===== src/verilog/acc_pkg.sv =====
`default_nettype none

package acc_pkg;

  localparam int ADDR_WIDTH    = 32;
  localparam int DATA_WIDTH    = 32;
  localparam int TAG_WIDTH     = 4;
  localparam int QTD_WIDTH     = 32;
  localparam int CONF_ID_WIDTH = 8;

  localparam int CONF_WIDTH = 64;
  localparam int CONF_RSVD_WIDTH = CONF_WIDTH - CONF_ID_WIDTH - ADDR_WIDTH;

  // conf_valid codes
  localparam logic [1:0] CONF_ADDR = 2'b01;
  localparam logic [1:0] CONF_QTD  = 2'b10;

  typedef struct packed {
    logic [CONF_ID_WIDTH-1:0]   queue_id;
    logic [CONF_RSVD_WIDTH-1:0] reserved;
    logic [ADDR_WIDTH-1:0]      base_addr;
  } acc_conf_addr_t;

  typedef struct packed {
    logic [CONF_ID_WIDTH-1:0]   queue_id;
    logic [CONF_RSVD_WIDTH-1:0] reserved;
    logic [QTD_WIDTH-1:0]       count;
  } acc_conf_qtd_t;

  // Same 64-bit word, view picked by conf_valid
  typedef union packed {
    acc_conf_addr_t addr;
    acc_conf_qtd_t  qtd;
  } acc_conf_u;

endpackage

`default_nettype wire

===== src/verilog/acc_channel.sv =====
`default_nettype none

module acc_channel import acc_pkg::*; #(
  parameter int QUEUE_ID = 0
) (
  input  wire logic                  clk,
  input  wire logic                  rst,
  input  wire logic                  start,
  input  wire logic [1:0]            conf_valid,
  input  wire acc_conf_u             conf,
  input  wire logic                  available_read,
  output logic                       request_read,
  output logic      [ADDR_WIDTH-1:0] request_addr,
  output logic      [TAG_WIDTH-1:0]  request_tag,
  input  wire logic                  read_data_valid,
  input  wire logic [TAG_WIDTH-1:0]  read_queue_id,
  input  wire logic [DATA_WIDTH-1:0] read_data,
  output logic                       acc_done,
  output logic      [DATA_WIDTH-1:0] acc_sum
);

  localparam logic [CONF_ID_WIDTH-1:0] CONF_ID = CONF_ID_WIDTH'(QUEUE_ID);
  localparam logic [TAG_WIDTH-1:0]     TAG = TAG_WIDTH'(QUEUE_ID);

  // Configured run
  logic [ADDR_WIDTH-1:0] base_addr;
  logic [QTD_WIDTH-1:0]  qtd;

  // Request side
  logic [QTD_WIDTH-1:0]  issue_left;
  logic [ADDR_WIDTH-1:0] next_addr;
  logic [QTD_WIDTH-1:0]  cur_left;
  logic [ADDR_WIDTH-1:0] cur_addr;
  logic                  issue_go;

  // Response side
  logic [QTD_WIDTH-1:0]  recv_left;
  logic                  resp_match;

  assign request_tag = TAG;

  always_ff @(posedge clk) begin
    if (rst) begin
      base_addr <= '0;
      qtd <= '0;
    end else begin
      if (conf_valid == CONF_ADDR && conf.addr.queue_id == CONF_ID) begin
        base_addr <= conf.addr.base_addr;
      end
      if (conf_valid == CONF_QTD && conf.qtd.queue_id == CONF_ID) begin
        qtd <= conf.qtd.count;
      end
    end
  end

  // Start loads the run so the first request can leave next cycle
  always_comb begin
    if (start) begin
      cur_left = qtd;
      cur_addr = base_addr;
    end else begin
      cur_left = issue_left;
      cur_addr = next_addr;
    end
    issue_go = available_read && (cur_left != '0);
  end

  always_ff @(posedge clk) begin
    if (rst) begin
      request_read <= 1'b0;
      issue_left <= '0;
    end else begin
      request_read <= issue_go;
      if (issue_go) begin
        issue_left <= cur_left - 1'b1;
      end else begin
        issue_left <= cur_left;
      end
    end
  end

  always_ff @(posedge clk) begin
    if (issue_go) begin
      request_addr <= cur_addr;
      next_addr <= cur_addr + 1'b1;
    end else begin
      next_addr <= cur_addr;
    end
  end

  assign resp_match = read_data_valid && (read_queue_id == TAG);

  always_ff @(posedge clk) begin
    if (rst) begin
      recv_left <= '0;
      acc_done <= 1'b0;
    end else if (start) begin
      recv_left <= qtd;
      acc_done <= (qtd == '0);  // Empty run finishes at once
    end else if (resp_match && recv_left != '0) begin
      recv_left <= recv_left - 1'b1;
      if (recv_left == QTD_WIDTH'(1)) begin
        acc_done <= 1'b1;
      end
    end
  end

  always_ff @(posedge clk) begin
    if (start) begin
      acc_sum <= '0;
    end else if (resp_match && recv_left != '0) begin
      acc_sum <= acc_sum + read_data;  // Wraps at 2**32
    end
  end

endmodule

`default_nettype wire


===== config.mk =====
export PLATFORM = sky130hd
export DESIGN_NAME = acc_channel
export DESIGN_NICKNAME = d
export VERILOG_FILES = /design/src/verilog/acc_pkg.sv /design/src/verilog/acc_channel.sv
export SDC_FILE = /design/constraint.sdc
export NUM_CORES = 1
export LEC_CHECK = 0
export BUFFER_PORTS_ARGS = -buffer_cell sky130_fd_sc_hd__clkbuf_2
export CORE_ASPECT_RATIO = 2
export CORE_MARGIN = 2
export CORE_UTILIZATION = 40
export DETAILED_ROUTE_END_ITERATION = 10
export HOLD_SLACK_MARGIN = 0.08
export PLACE_DENSITY = 0.72
export SYNTH_ARGS = -nofsm -noshare
export SYNTH_HDL_FRONTEND = slang
export SYNTH_SLANG_ARGS = --single-unit

===== constraint.sdc =====
create_clock -name clk -period 3 [get_ports clk]
set_input_delay 0.15 -clock clk [delete_from_list [all_inputs] [get_ports clk]]
set_output_delay 0.15 -clock clk [all_outputs]
set_load 0.005 [all_outputs]

## Yosys cells after proc, flatten, opt, wreduce, memory -nomap -nowiden

Cells that the tools add are included.

- Register bits after elaboration: 226
- Latch bits: 0
- RAM bits: 0
- ROM bits: 0
- Input bits: 107
- Word-level logic and storage cells: 38
- Memories kept: 0

- Add/sub/neg operators: 4
- $mul: 0
- Divide/modulo/power cells: 0
- Magnitude comparators: 0
- Equality and inequality tests: 3
- Shift operators: 0
- Muxes and demuxes: 9
- Bitwise gates (word level): 0
- Reduce and logical (&&, ||, !) cells: 13

Operator list:

| cell | number |
|---|---|
| 32-bit two-way mux | 6 |
| 32-bit nonzero test | 2 |
| 32-bit by 1-bit subtractor with 32-bit output, second input constant | 2 |
| 32-bit by 1-bit adder with 32-bit output, second input constant | 1 |
| 32-bit adder | 1 |
| 32-bit by 1-bit equality test with 1-bit output, second input constant | 1 |
| 32-bit logical NOT | 1 |
| 8-bit logical NOT | 1 |
| 1-bit logical AND | 5 |
| 4-bit logical NOT | 1 |
| 2-bit nonzero test | 2 |
| 1-bit two-way mux | 3 |
| 2-bit by 1-bit equality test with 1-bit output, second input constant | 1 |
| 2-bit equality test, second input constant | 1 |
| 2-bit AND reduction | 1 |

## Logic depth before layout (Yosys ltp)

Gate-level depths: netlist (run 1).

- Depth after elaboration: 5
- Depth in mapped cells: 16
- Depth with buffers taken out: 12

## Worst setup path before layout (run 1)

Ideal clock, no wire load.

- Path kind: input -> register
- From: input port start
- To: register next_addr[1]
- Data arrival time: 3.017 ns
- Slack: -0.140 ns
- Cell stages on the path: 12
- Path through: buf_6 > buf_6 > buf_6 > buf_6 > buf_6 > nand2_1 > a21boi_0 > ha_1 > nand3_1 > o41a_4 > clkbuf_1 > mux2_2

- Cells in the longest elaborated chain, start to end: 4
- Elaborated cells on any way between the ends: 6
- Those cells by class: add/sub (1); mux (3); reduce/logical (2)

Ends and longest elaborated chain:

| item | line | RTL |
|---|---|---|
| from (decl) | acc_channel.sv:8 | `input wire logic start,` |
| 32-bit two-way mux | acc_channel.sv:58 | `if (start) begin` |
| 32-bit nonzero test | acc_channel.sv:65 | `issue_go = available_read && (cur_left != '0);` |
| 1-bit logical AND | acc_channel.sv:65 |  |
| via issue_go | acc_channel.sv:34 | `logic issue_go;` |
| 32-bit two-way mux | acc_channel.sv:83 | `if (issue_go) begin` |
| to (signal assigned) | acc_channel.sv:85 | `next_addr <= cur_addr + 1'b1;` |
| to (signal assigned) | acc_channel.sv:87 | `next_addr <= cur_addr;` |
| to (decl) | acc_channel.sv:31 | `logic [ADDR_WIDTH-1:0] next_addr;` |

The timed path passes the listed nets, and every way through them passes these cells.
A chain may end at the register's enable or synchronous reset.

## Worst setup path after layout (run 1)

- From: register acc_sum[11]
- To: register acc_sum[28]

- Cells in the longest elaborated chain, start to end: 1

Ends and longest elaborated chain:

| item | line | RTL |
|---|---|---|
| from (decl) | acc_channel.sv:19 | `output logic [DATA_WIDTH-1:0] acc_sum` |
| from (signal assigned) | acc_channel.sv:112 | `acc_sum <= acc_sum + read_data;` |
| 32-bit adder | acc_channel.sv:112 |  |

No other way between the ends.

==> reports/qor.yml, run 1 <==
hold_violations: 0
post_cts_buffers: 0
dp_hpwl_um: 20680
synth_area_um2: 11580
rsz0062_at_grt: "false"
ys_ff_latch: 226
die_y_um: 244.7
drv_cap: 0
cts.sinks: 226
worst_ep_arrival_time_ns: 3.21
crit_path_end: "acc_sum[28]"
finalPower_uw: 7119
finalWorstPathRequiredPeriod_ns: 2.791
critPathTopFamily: "compound AO/OA/AOI/OAI gates"
grt_pass1_vias: 9652
fin_setup_tns_ns: 0
antenna_cells: 0
die_w_um: 124.3
power.density_nw_per_um2: 507.7
port_buffers: 148
grt_max_degree: 73
synth_top_area_share_pct: 33.53
maxSlewHeadroom_pct: 58.51
grt_usage_pct: 18.81
fin_nets: 1644
cts_tree: "built"
setup_viol_count_final: 0
leakage_uw: 0.005859
r2r_slack_ns: 0.21
final_max_slew_viol_count: 0
rr_endpoint: "acc_sum[28]"
drcViolationCount: 0
synthFlopType: "dfxtp_1"
cp-end-kind: "flip-flop"
fillers: 2726
row_count: 88
io_pins: 177
grt_pass1_wl_um: 48290
critPathSlowestCell: "a221oi_1"
start_util_pct: 40.46
synth_edf_count: 32
synthTopCellsByCount: "233 x nand2_1, 194 x dfxtp_1, 125 x a21oi_1"
syn_avg_cell_area_um2: 8.775
worst-path-stages: 10
path_class: "flip-flop to flip-flop"
h-tree-depth: 1
totalWireLength_um: 29400
synth_cell_types: 89
first_iter_violations: 743
area_growth_pct: 21.04
finalClockSkew_ns: 0.01777
worst_skew_pair.late_latency_ns: 0.54
yosysMostFrequentCell: "nand2_1"
die_area_um2: 30420
cts_made_buffers: 24
final_cells: 1877
async_flop_share_pct: 0
grt_overflow: 0
crit_fanout: 5
place_congestion: 0.9097
yosys_warnings: 0
cp-startpoint: "acc_sum[11]"
root_buffer: "clkbuf_16"
regToRegStartpoint: "acc_sum[11]"
clk_pin_slew_ns: 0.06
final_core_util_pct: 48.98
r2r_cells: 10
synthTopCellsByArea: "dfxtp_1 34%, edfxtp_1 8.3%, nand2_1 7.6%"
drive_gt1_share_pct: 18.79
post-route-period-util_pct: 93.02
core-area_um2: 28630
antenna_found_initial: 0
post-place-cells: 1798
critPathMaxStageDelay_ns: 0.43
yosys.area.top_type: "dfxtp_1"
postSynthCellCount: 1320
cts_buffer_depth: 3
worstPathCellList: "ha_1, a21o_1, a221oi_1, a2bb2oi_2, o21ai_1, o41ai_2, o21ai_2, a31oi_1, xnor2_1, a22o_1"
outcome: "finished, final reports clean"
path_buf_inv: 0
irDropWorstVdd_uv: 433.9
hp-class: "input port to flip-flop"
routed_via_density: 5.303
critPathLaunchType: "flip-flop"
post_drt_wl_per_cell_um: 15.66
ant_nets: 0
ys_seq_area_share_pct: 41.82
tightest_slew_ns: 0.6224
min_from: "rst"
dr.pass1.iters: 5
vias: 9953
max_freq_ghz: 0.3583
cp.required_ns: 3.42
per-stage QoR:
stage	hold slack, ns	setup slack [ns]	area, µm²
finish	0.1081	0.2093	14020
global route	0.1281	0.02160	14020
CTS	0.08472	0.02152	13980
detailed placement	0.3995	0.05943	12750
global placement	0.3948	0.1613	12750
floorplan	0.2860	0.1873	11600
repair_timing:
action	4_1_cts	5_1_grt
setup endpoints to repair	0	9
gates resized for setup	0	7
hold buffers	35	0
endpoints found under the hold margin	67	0
layout by cell type (no fill, tap or decap), drive strengths merged, types with 35 or more instances in the layout:
master       instances
dfxtp              194
ha                  37
nor3                36
nor2               110
dlygate4sd3         35
a21oi              125
mux2i               42
buf                 37
xnor2               76
nand3               38
nand2              235
clkbuf             180
report_power, final:
| group | switching [µW] | internal [µW] |
|---|---|---|
| Sequential | 39.1 | 3140 |
| Combinational | 362 | 289 |
| Clock | 1290 | 2000 |
flip-flops by register name, summed over array words and instances, names as in the netlist:
name and flops:
acc_sum 32, base_addr 32, issue_left 32, next_addr 32
qtd 32, recv_left 32, request_addr 32, acc_done 1
request_read 1
cell families after synthesis:
family,after synthesis,synth area share [%]
buffers and inverters,101,4.061
XOR/XNOR,107,8.090
other,1,0.03237
AO/OA/AOI/OAI,257,14.14
multiplexers,58,5.325
AND/OR/NAND/NOR,532,22.36
flip-flops,226,41.82
adder cells (fa/ha/maj),38,4.169
worst min path at each step:
| stage | to | slack, ns | cells past startpoint |
|---|---|---|---|
| 5_1_grt | issue_left[27] | 0.13 | 2 |
| 4_1_cts | issue_left[30] | 0.08 | 2 |
| 3_3_place_gp | qtd[30] | 0.39 | 3 |
| 3_5_place_dp | qtd[5] | 0.40 | 3 |
| 2_1_floorplan | base_addr[16] | 0.29 | 2 |
| 6_report | issue_left[27] | 0.11 | 2 |
metal layers:
| layer | vias up | wire length (µm) | GRT usage, % |
|---|---|---|---|
| li1 | 4962 | - | - |
| met1 | 4701 | 12850 | 24.28 |
| met2 | 237 | 14470 | 32.29 |
| met3 | 53 | 1259 | 2.049 |
| met4 | 0 | 820 | 7.105 |
| met5 | - | 0 | 0 |
final cells by class:
cell class / instances / area (µm²) / area share, %
sequential: 226 / 4845 / 34.55
clock inverter: 10 / 175.2 / 1.249
timing repair buffer: 218 / 1396 / 9.959
multi-input combinational: 996 / 6322 / 45.09
inverter: 33 / 123.9 / 0.8835
tap: 360 / 450.4 / 3.213
clock buffer: 34 / 708.2 / 5.051
Note: power is estimated with default switching activity, not from simulation.
==> run 2: changes to the inputs <==
- RECOVER_POWER: unset -> 25
- SKIP_CTS_REPAIR_TIMING: unset -> 1
==> run 2 against run 1 <==
Effect of this change:
- clock skew increased by 0.0072 ns
- cell count decreased by 0.11%
- maximum frequency increased by 0.32%
- via count decreased by 0.19%
- count of clock-buffer cells in the layout unchanged
- sequential cell count unchanged
- non-clock buffer count decreased by 2
- hold slack got worse by 0.069 ns
- critical endpoint unchanged
- first-iteration DRC count decreased by 12%
- clock power about the same
==> reports/qor.yml, run 2 (same netlist as run 1, synthesis figures left out) <==
worst_slack_ns: 0.2182
core-area_um2: 28630
cp-end-kind: "flip-flop"
first_iter_violations: 657
routed_via_density: 5.298
grt_overflow: 0
setup_viol_count_final: 0
grt_pass1_wl_um: 47350
cts.sinks: 226
maxSlewHeadroom_pct: 4.442
cts_tree: "built"
start_util_pct: 40.46
port_buffers: 148
drv_cap: 0
holdWs_ns: 0.03952
hold_violations: 0
tightest_slew_ns: 1.433
root_buffer: "clkbuf_16"
dp_hpwl_um: 20680
antenna_cells: 0
h-tree-depth: 1
die_area_um2: 30420
hold_depth: 4
leakage_uw: 0.005771
cts_made_buffers: 24
critPathMaxStageDelay_ns: 0.43
final_max_slew_viol_count: 0
post_drt_wl_per_cell_um: 15.68
grt_pass1_vias: 9413
multiInputGateArea_um2: 6316
fin_setup_tns_ns: 0
area_growth_pct: 20.51
final_cell_mix: "233 x nand2_1, 194 x dfxtp_1, 125 x a21oi_1"
dpl_worst_slack_ns: 0.05943
row_count: 88
worstPathCellList: "ha_1, a21o_1, a221oi_1, a2bb2oi_2, o21ai_1, o41ai_2, o21ai_2, a31oi_1, xnor2_1, a22o_1"
drive_gt1_share_pct: 16.63
worst_ep_arrival_time_ns: 3.20
vias: 9934
fin_nets: 1642
power.density_nw_per_um2: 510.6
grt_max_degree: 73
die_y_um: 244.7
dr.pass1.iters: 5
finalWorstPathRequiredPeriod_ns: 2.782
worst_skew_pair.late_latency_ns: 0.54
max_freq_ghz: 0.3595
cp.required_ns: 3.42
regArea_um2: 4845
critPathSlowestCell: "a221oi_1"
outcome: "finished, final reports clean"
totalWireLength_um: 29400
hp-class: "input port to flip-flop"
fillers: 2736
critPathLaunchType: "flip-flop"
cts_buffer_depth: 3
finalClockSkew_ns: 0.02494
die_w_um: 124.3
drcViolationCount: 0
clk_pin_slew_ns: 0.06
crit_fanout: 5
r2r_cells: 10
ant_nets: 0
final_common_cell: "nand2_1"
irDropWorstVdd_uv: 441.9
grt_usage_pct: 18.42
place_congestion: 0.9097
final_core_util_pct: 48.76
path_class: "flip-flop to flip-flop"
rsz0062_at_grt: "false"
io_pins: 177
post-route-period-util_pct: 92.73
antenna_found_initial: 0
==> run 2: cell types whose count changed in the layout (fill, tap and decap cells not counted), sizes merged <==
cell         previous run  this run
buf                    37        36
clkbuf                180       181
dlygate4sd3            35        33
==> run 2: routing by layer <==
layer	GRT usage (%)	vias up	share of wire, %
met2	30.97	242	49
met4	7.237	0	2.6
met5	0	-	0
li1	-	4959	-
met1	24.11	4684	44
met3	2.180	49	4.4
==> run 2: power by group <==
| group | internal, µW | total, µW | switching (µW) |
|---|---|---|---|
| Combinational | 283 | 645 | 362 |
| Clock | 2000 | 3310 | 1310 |
| Sequential | 3140 | 3180 | 39.1 |
==> run 2: worst max-delay path, delay by kind of cell (launching register included) <==
family,cells,cell delay [ns]
AOI/OAI and AO/OA,8,1.93
xor gates and xnor gates,1,0.09
adders and majority gates,1,0.34
DFF,1,0.32
==> run 2: path summary, 6_finish.rpt <==
path / to / slack (ns) / from
setup / recovery: acc_sum[28] / 0.22 / acc_sum[11]
hold / removal: acc_sum[0] / 0.04 / read_data[0]
setup reg to reg: acc_sum[28] / 0.22 / acc_sum[11]
hold reg to reg: base_addr[13] / 0.46 / base_addr[13]
==> run 2: stage by stage <==
step / instance area, µm² / power, µW / cells
finish: 13960 / 7128 / 1875
CTS: 13630 / 7156 / 1842
detailed placement: 12750 / 3849 / 1798
global placement: 12750 / 3842 / 1798
global route: 13960 / 7373 / 1875
floorplan: 11600 / 3647 / 1323
==> run 2: area by class of cell <==
type,instances,area share [%]
Timing Repair Buffer,216,9.608
Sequential cell,226,34.70
Clock inverter,10,1.255
Inverter,33,0.8873
Tap cell,360,3.227
Clock buffer,34,5.073
Multi-Input combinational cell,996,45.25
==> run 3: changes to the inputs <==
- BUFFER_PORTS_ARGS: -buffer_cell sky130_fd_sc_hd__clkbuf_2 -> -buffer_cell sky130_fd_sc_hd__buf_2
- CORE_UTILIZATION: 40 -> 50
- PLACE_DENSITY: 0.72 -> 0.84
==> run 3 against run 2 <==
Effect of this change:
- clock skew is 0.0094 ns higher
- worst setup slack worse by 0.13 ns
- cell area is 1.2% lower
- hold slack better by 0.014 ns
- critical path type unchanged
- critical endpoint is now next_addr[14]
- largest power group is now sequential cells
- highest routed layer unchanged
==> reports/qor.yml, run 3 (same netlist as run 1, synthesis figures left out) <==
cp-end-kind: "flip-flop"
drcViolationCount: 0
finalPower_uw: 6695
hold_violations: 0
grt_max_degree: 86
cts_tree: "built"
start_util_pct: 50.94
fin_setup_tns_ns: 0
grt_pass1_vias: 10500
worst_ep_arrival_time_ns: 3.36
final_max_slew_viol_count: 0
first_iter_violations: 733
regToRegStartpoint: "qtd[9]"
port_buffers: 148
area_growth_pct: 19.11
dr.pass1.iters: 6
cp.required_ns: 3.45
post_drt_wl_per_cell_um: 17.99
power.density_nw_per_um2: 485.2
leakage_uw: 0.005762
setup_viol_count_final: 0
totalWireLength_um: 32370
maxSlewHeadroom_pct: 37.58
finalClockSkew_ns: 0.03431
ant_nets: 0
cts_made_buffers: 21
tightest_slew_ns: 0.9277
rr_endpoint: "next_addr[14]"
io_pins: 177
dp_hpwl_um: 21790
post-route-period-util_pct: 97.16
finalWorstPathRequiredPeriod_ns: 2.915
cts_buffer_depth: 3
r2r_cells: 8
antenna_found_initial: 0
fin_nets: 1649
critPathLaunchType: "flip-flop"
outcome: "finished, final reports clean"
antenna_cells: 0
crit_path_end: "next_addr[14]"
row_count: 78
grt_usage_pct: 24.16
grt_pass1_wl_um: 48850
die_area_um2: 24470
root_buffer: "clkbuf_16"
drv_cap: 0
r2r_slack_ns: 0.09
max_freq_ghz: 0.3431
irDropWorstVdd_uv: 602.1
die_y_um: 219.3
hp-class: "input port to flip-flop"
fillers: 1802
h-tree-depth: 1
crit_fanout: 23
final_common_cell: "nand2_1"
routed_via_density: 5.842
drive_gt1_share_pct: 16.52
final_cell_mix: "233 x nand2_1, 194 x dfxtp_1, 124 x a21oi_1"
grt_overflow: 0
path_class: "flip-flop to flip-flop"
cts.sinks: 226
clk_pin_slew_ns: 0.08
place_congestion: 0.8887
die_w_um: 111.6
vias: 10510
worst_skew_pair.late_latency_ns: 0.54
core-area_um2: 22740
cp-startpoint: "qtd[9]"
## run 3: layout make-up
cell class              count  area [µm²]  share of cell area [%]
repair buffers            226        1414                   10.25
clock inverters            14       162.7                   1.179
flip-flops and latches    226        4845                   35.11
inverters                  33       123.9                  0.8978
multi-input cells         996        6334                   45.91
well taps                 280       350.3                   2.539
clock buffers              24       568.0                   4.117
## run 3: worst min-delay path by stage
| stage | startpoint | end | slack [ns] | depth (start not counted) |
|---|---|---|---|---|
| final | read_data[31] | acc_sum[31] | 0.05 | 4 |
| after global routing | rst | issue_left[21] | 0.09 | 2 |
| after CTS | conf[6] | qtd[6] | -0.14 | 3 |
| after detailed placement | conf[30] | qtd[30] | 0.41 | 3 |
| after global placement | conf[5] | qtd[5] | 0.40 | 3 |
| after floorplan | conf[16] | base_addr[16] | 0.29 | 2 |
## run 3: per-stage QoR
step | util (%) | area (µm²) | cells | worst slack, ns | hold slack, ns
after floorplan | - | 11600 | 1323 | 0.1873 | 0.2860
after global placement | 55.81 | 12690 | 1725 | 0.1261 | 0.4047
after detailed placement | 55.81 | 12690 | 1725 | 0.04158 | 0.4149
after CTS | 59.02 | 13420 | 1763 | 0.08582 | -0.1430
after global routing | 60.67 | 13800 | 1799 | -0.001003 | 0.09168
final | 60.67 | 13800 | 1799 | 0.08514 | 0.05401
## run 3: power breakdown
group          switching, µW  internal (µW)  leakage [µW]
sequential              41.1           3130       0.00190
clock                   1280           1570      0.000353
combinational            376            291       0.00351
total                   1700           5000       0.00576
## run 3: worst max-delay path, stage by stage, from the launching register on
cell and delay, ns:
dfxtp_1 0.37, nor3b_2 0.30, o221ai_2 0.19, or3_4 0.44, o41a_4 0.58, buf_4 0.26
nand4_1 0.27, nor3_1 0.14, xnor2_1 0.26
## run 3: metal layers
metal | vias up | routed length, µm | track usage [%]
met5 | - | 0 | 0
met4 | 0 | 1931 | 16.09
met3 | 132 | 1458 | 2.845
met2 | 438 | 17760 | 47.15
met1 | 4963 | 11220 | 23.22
li1 | 4977 | - | -
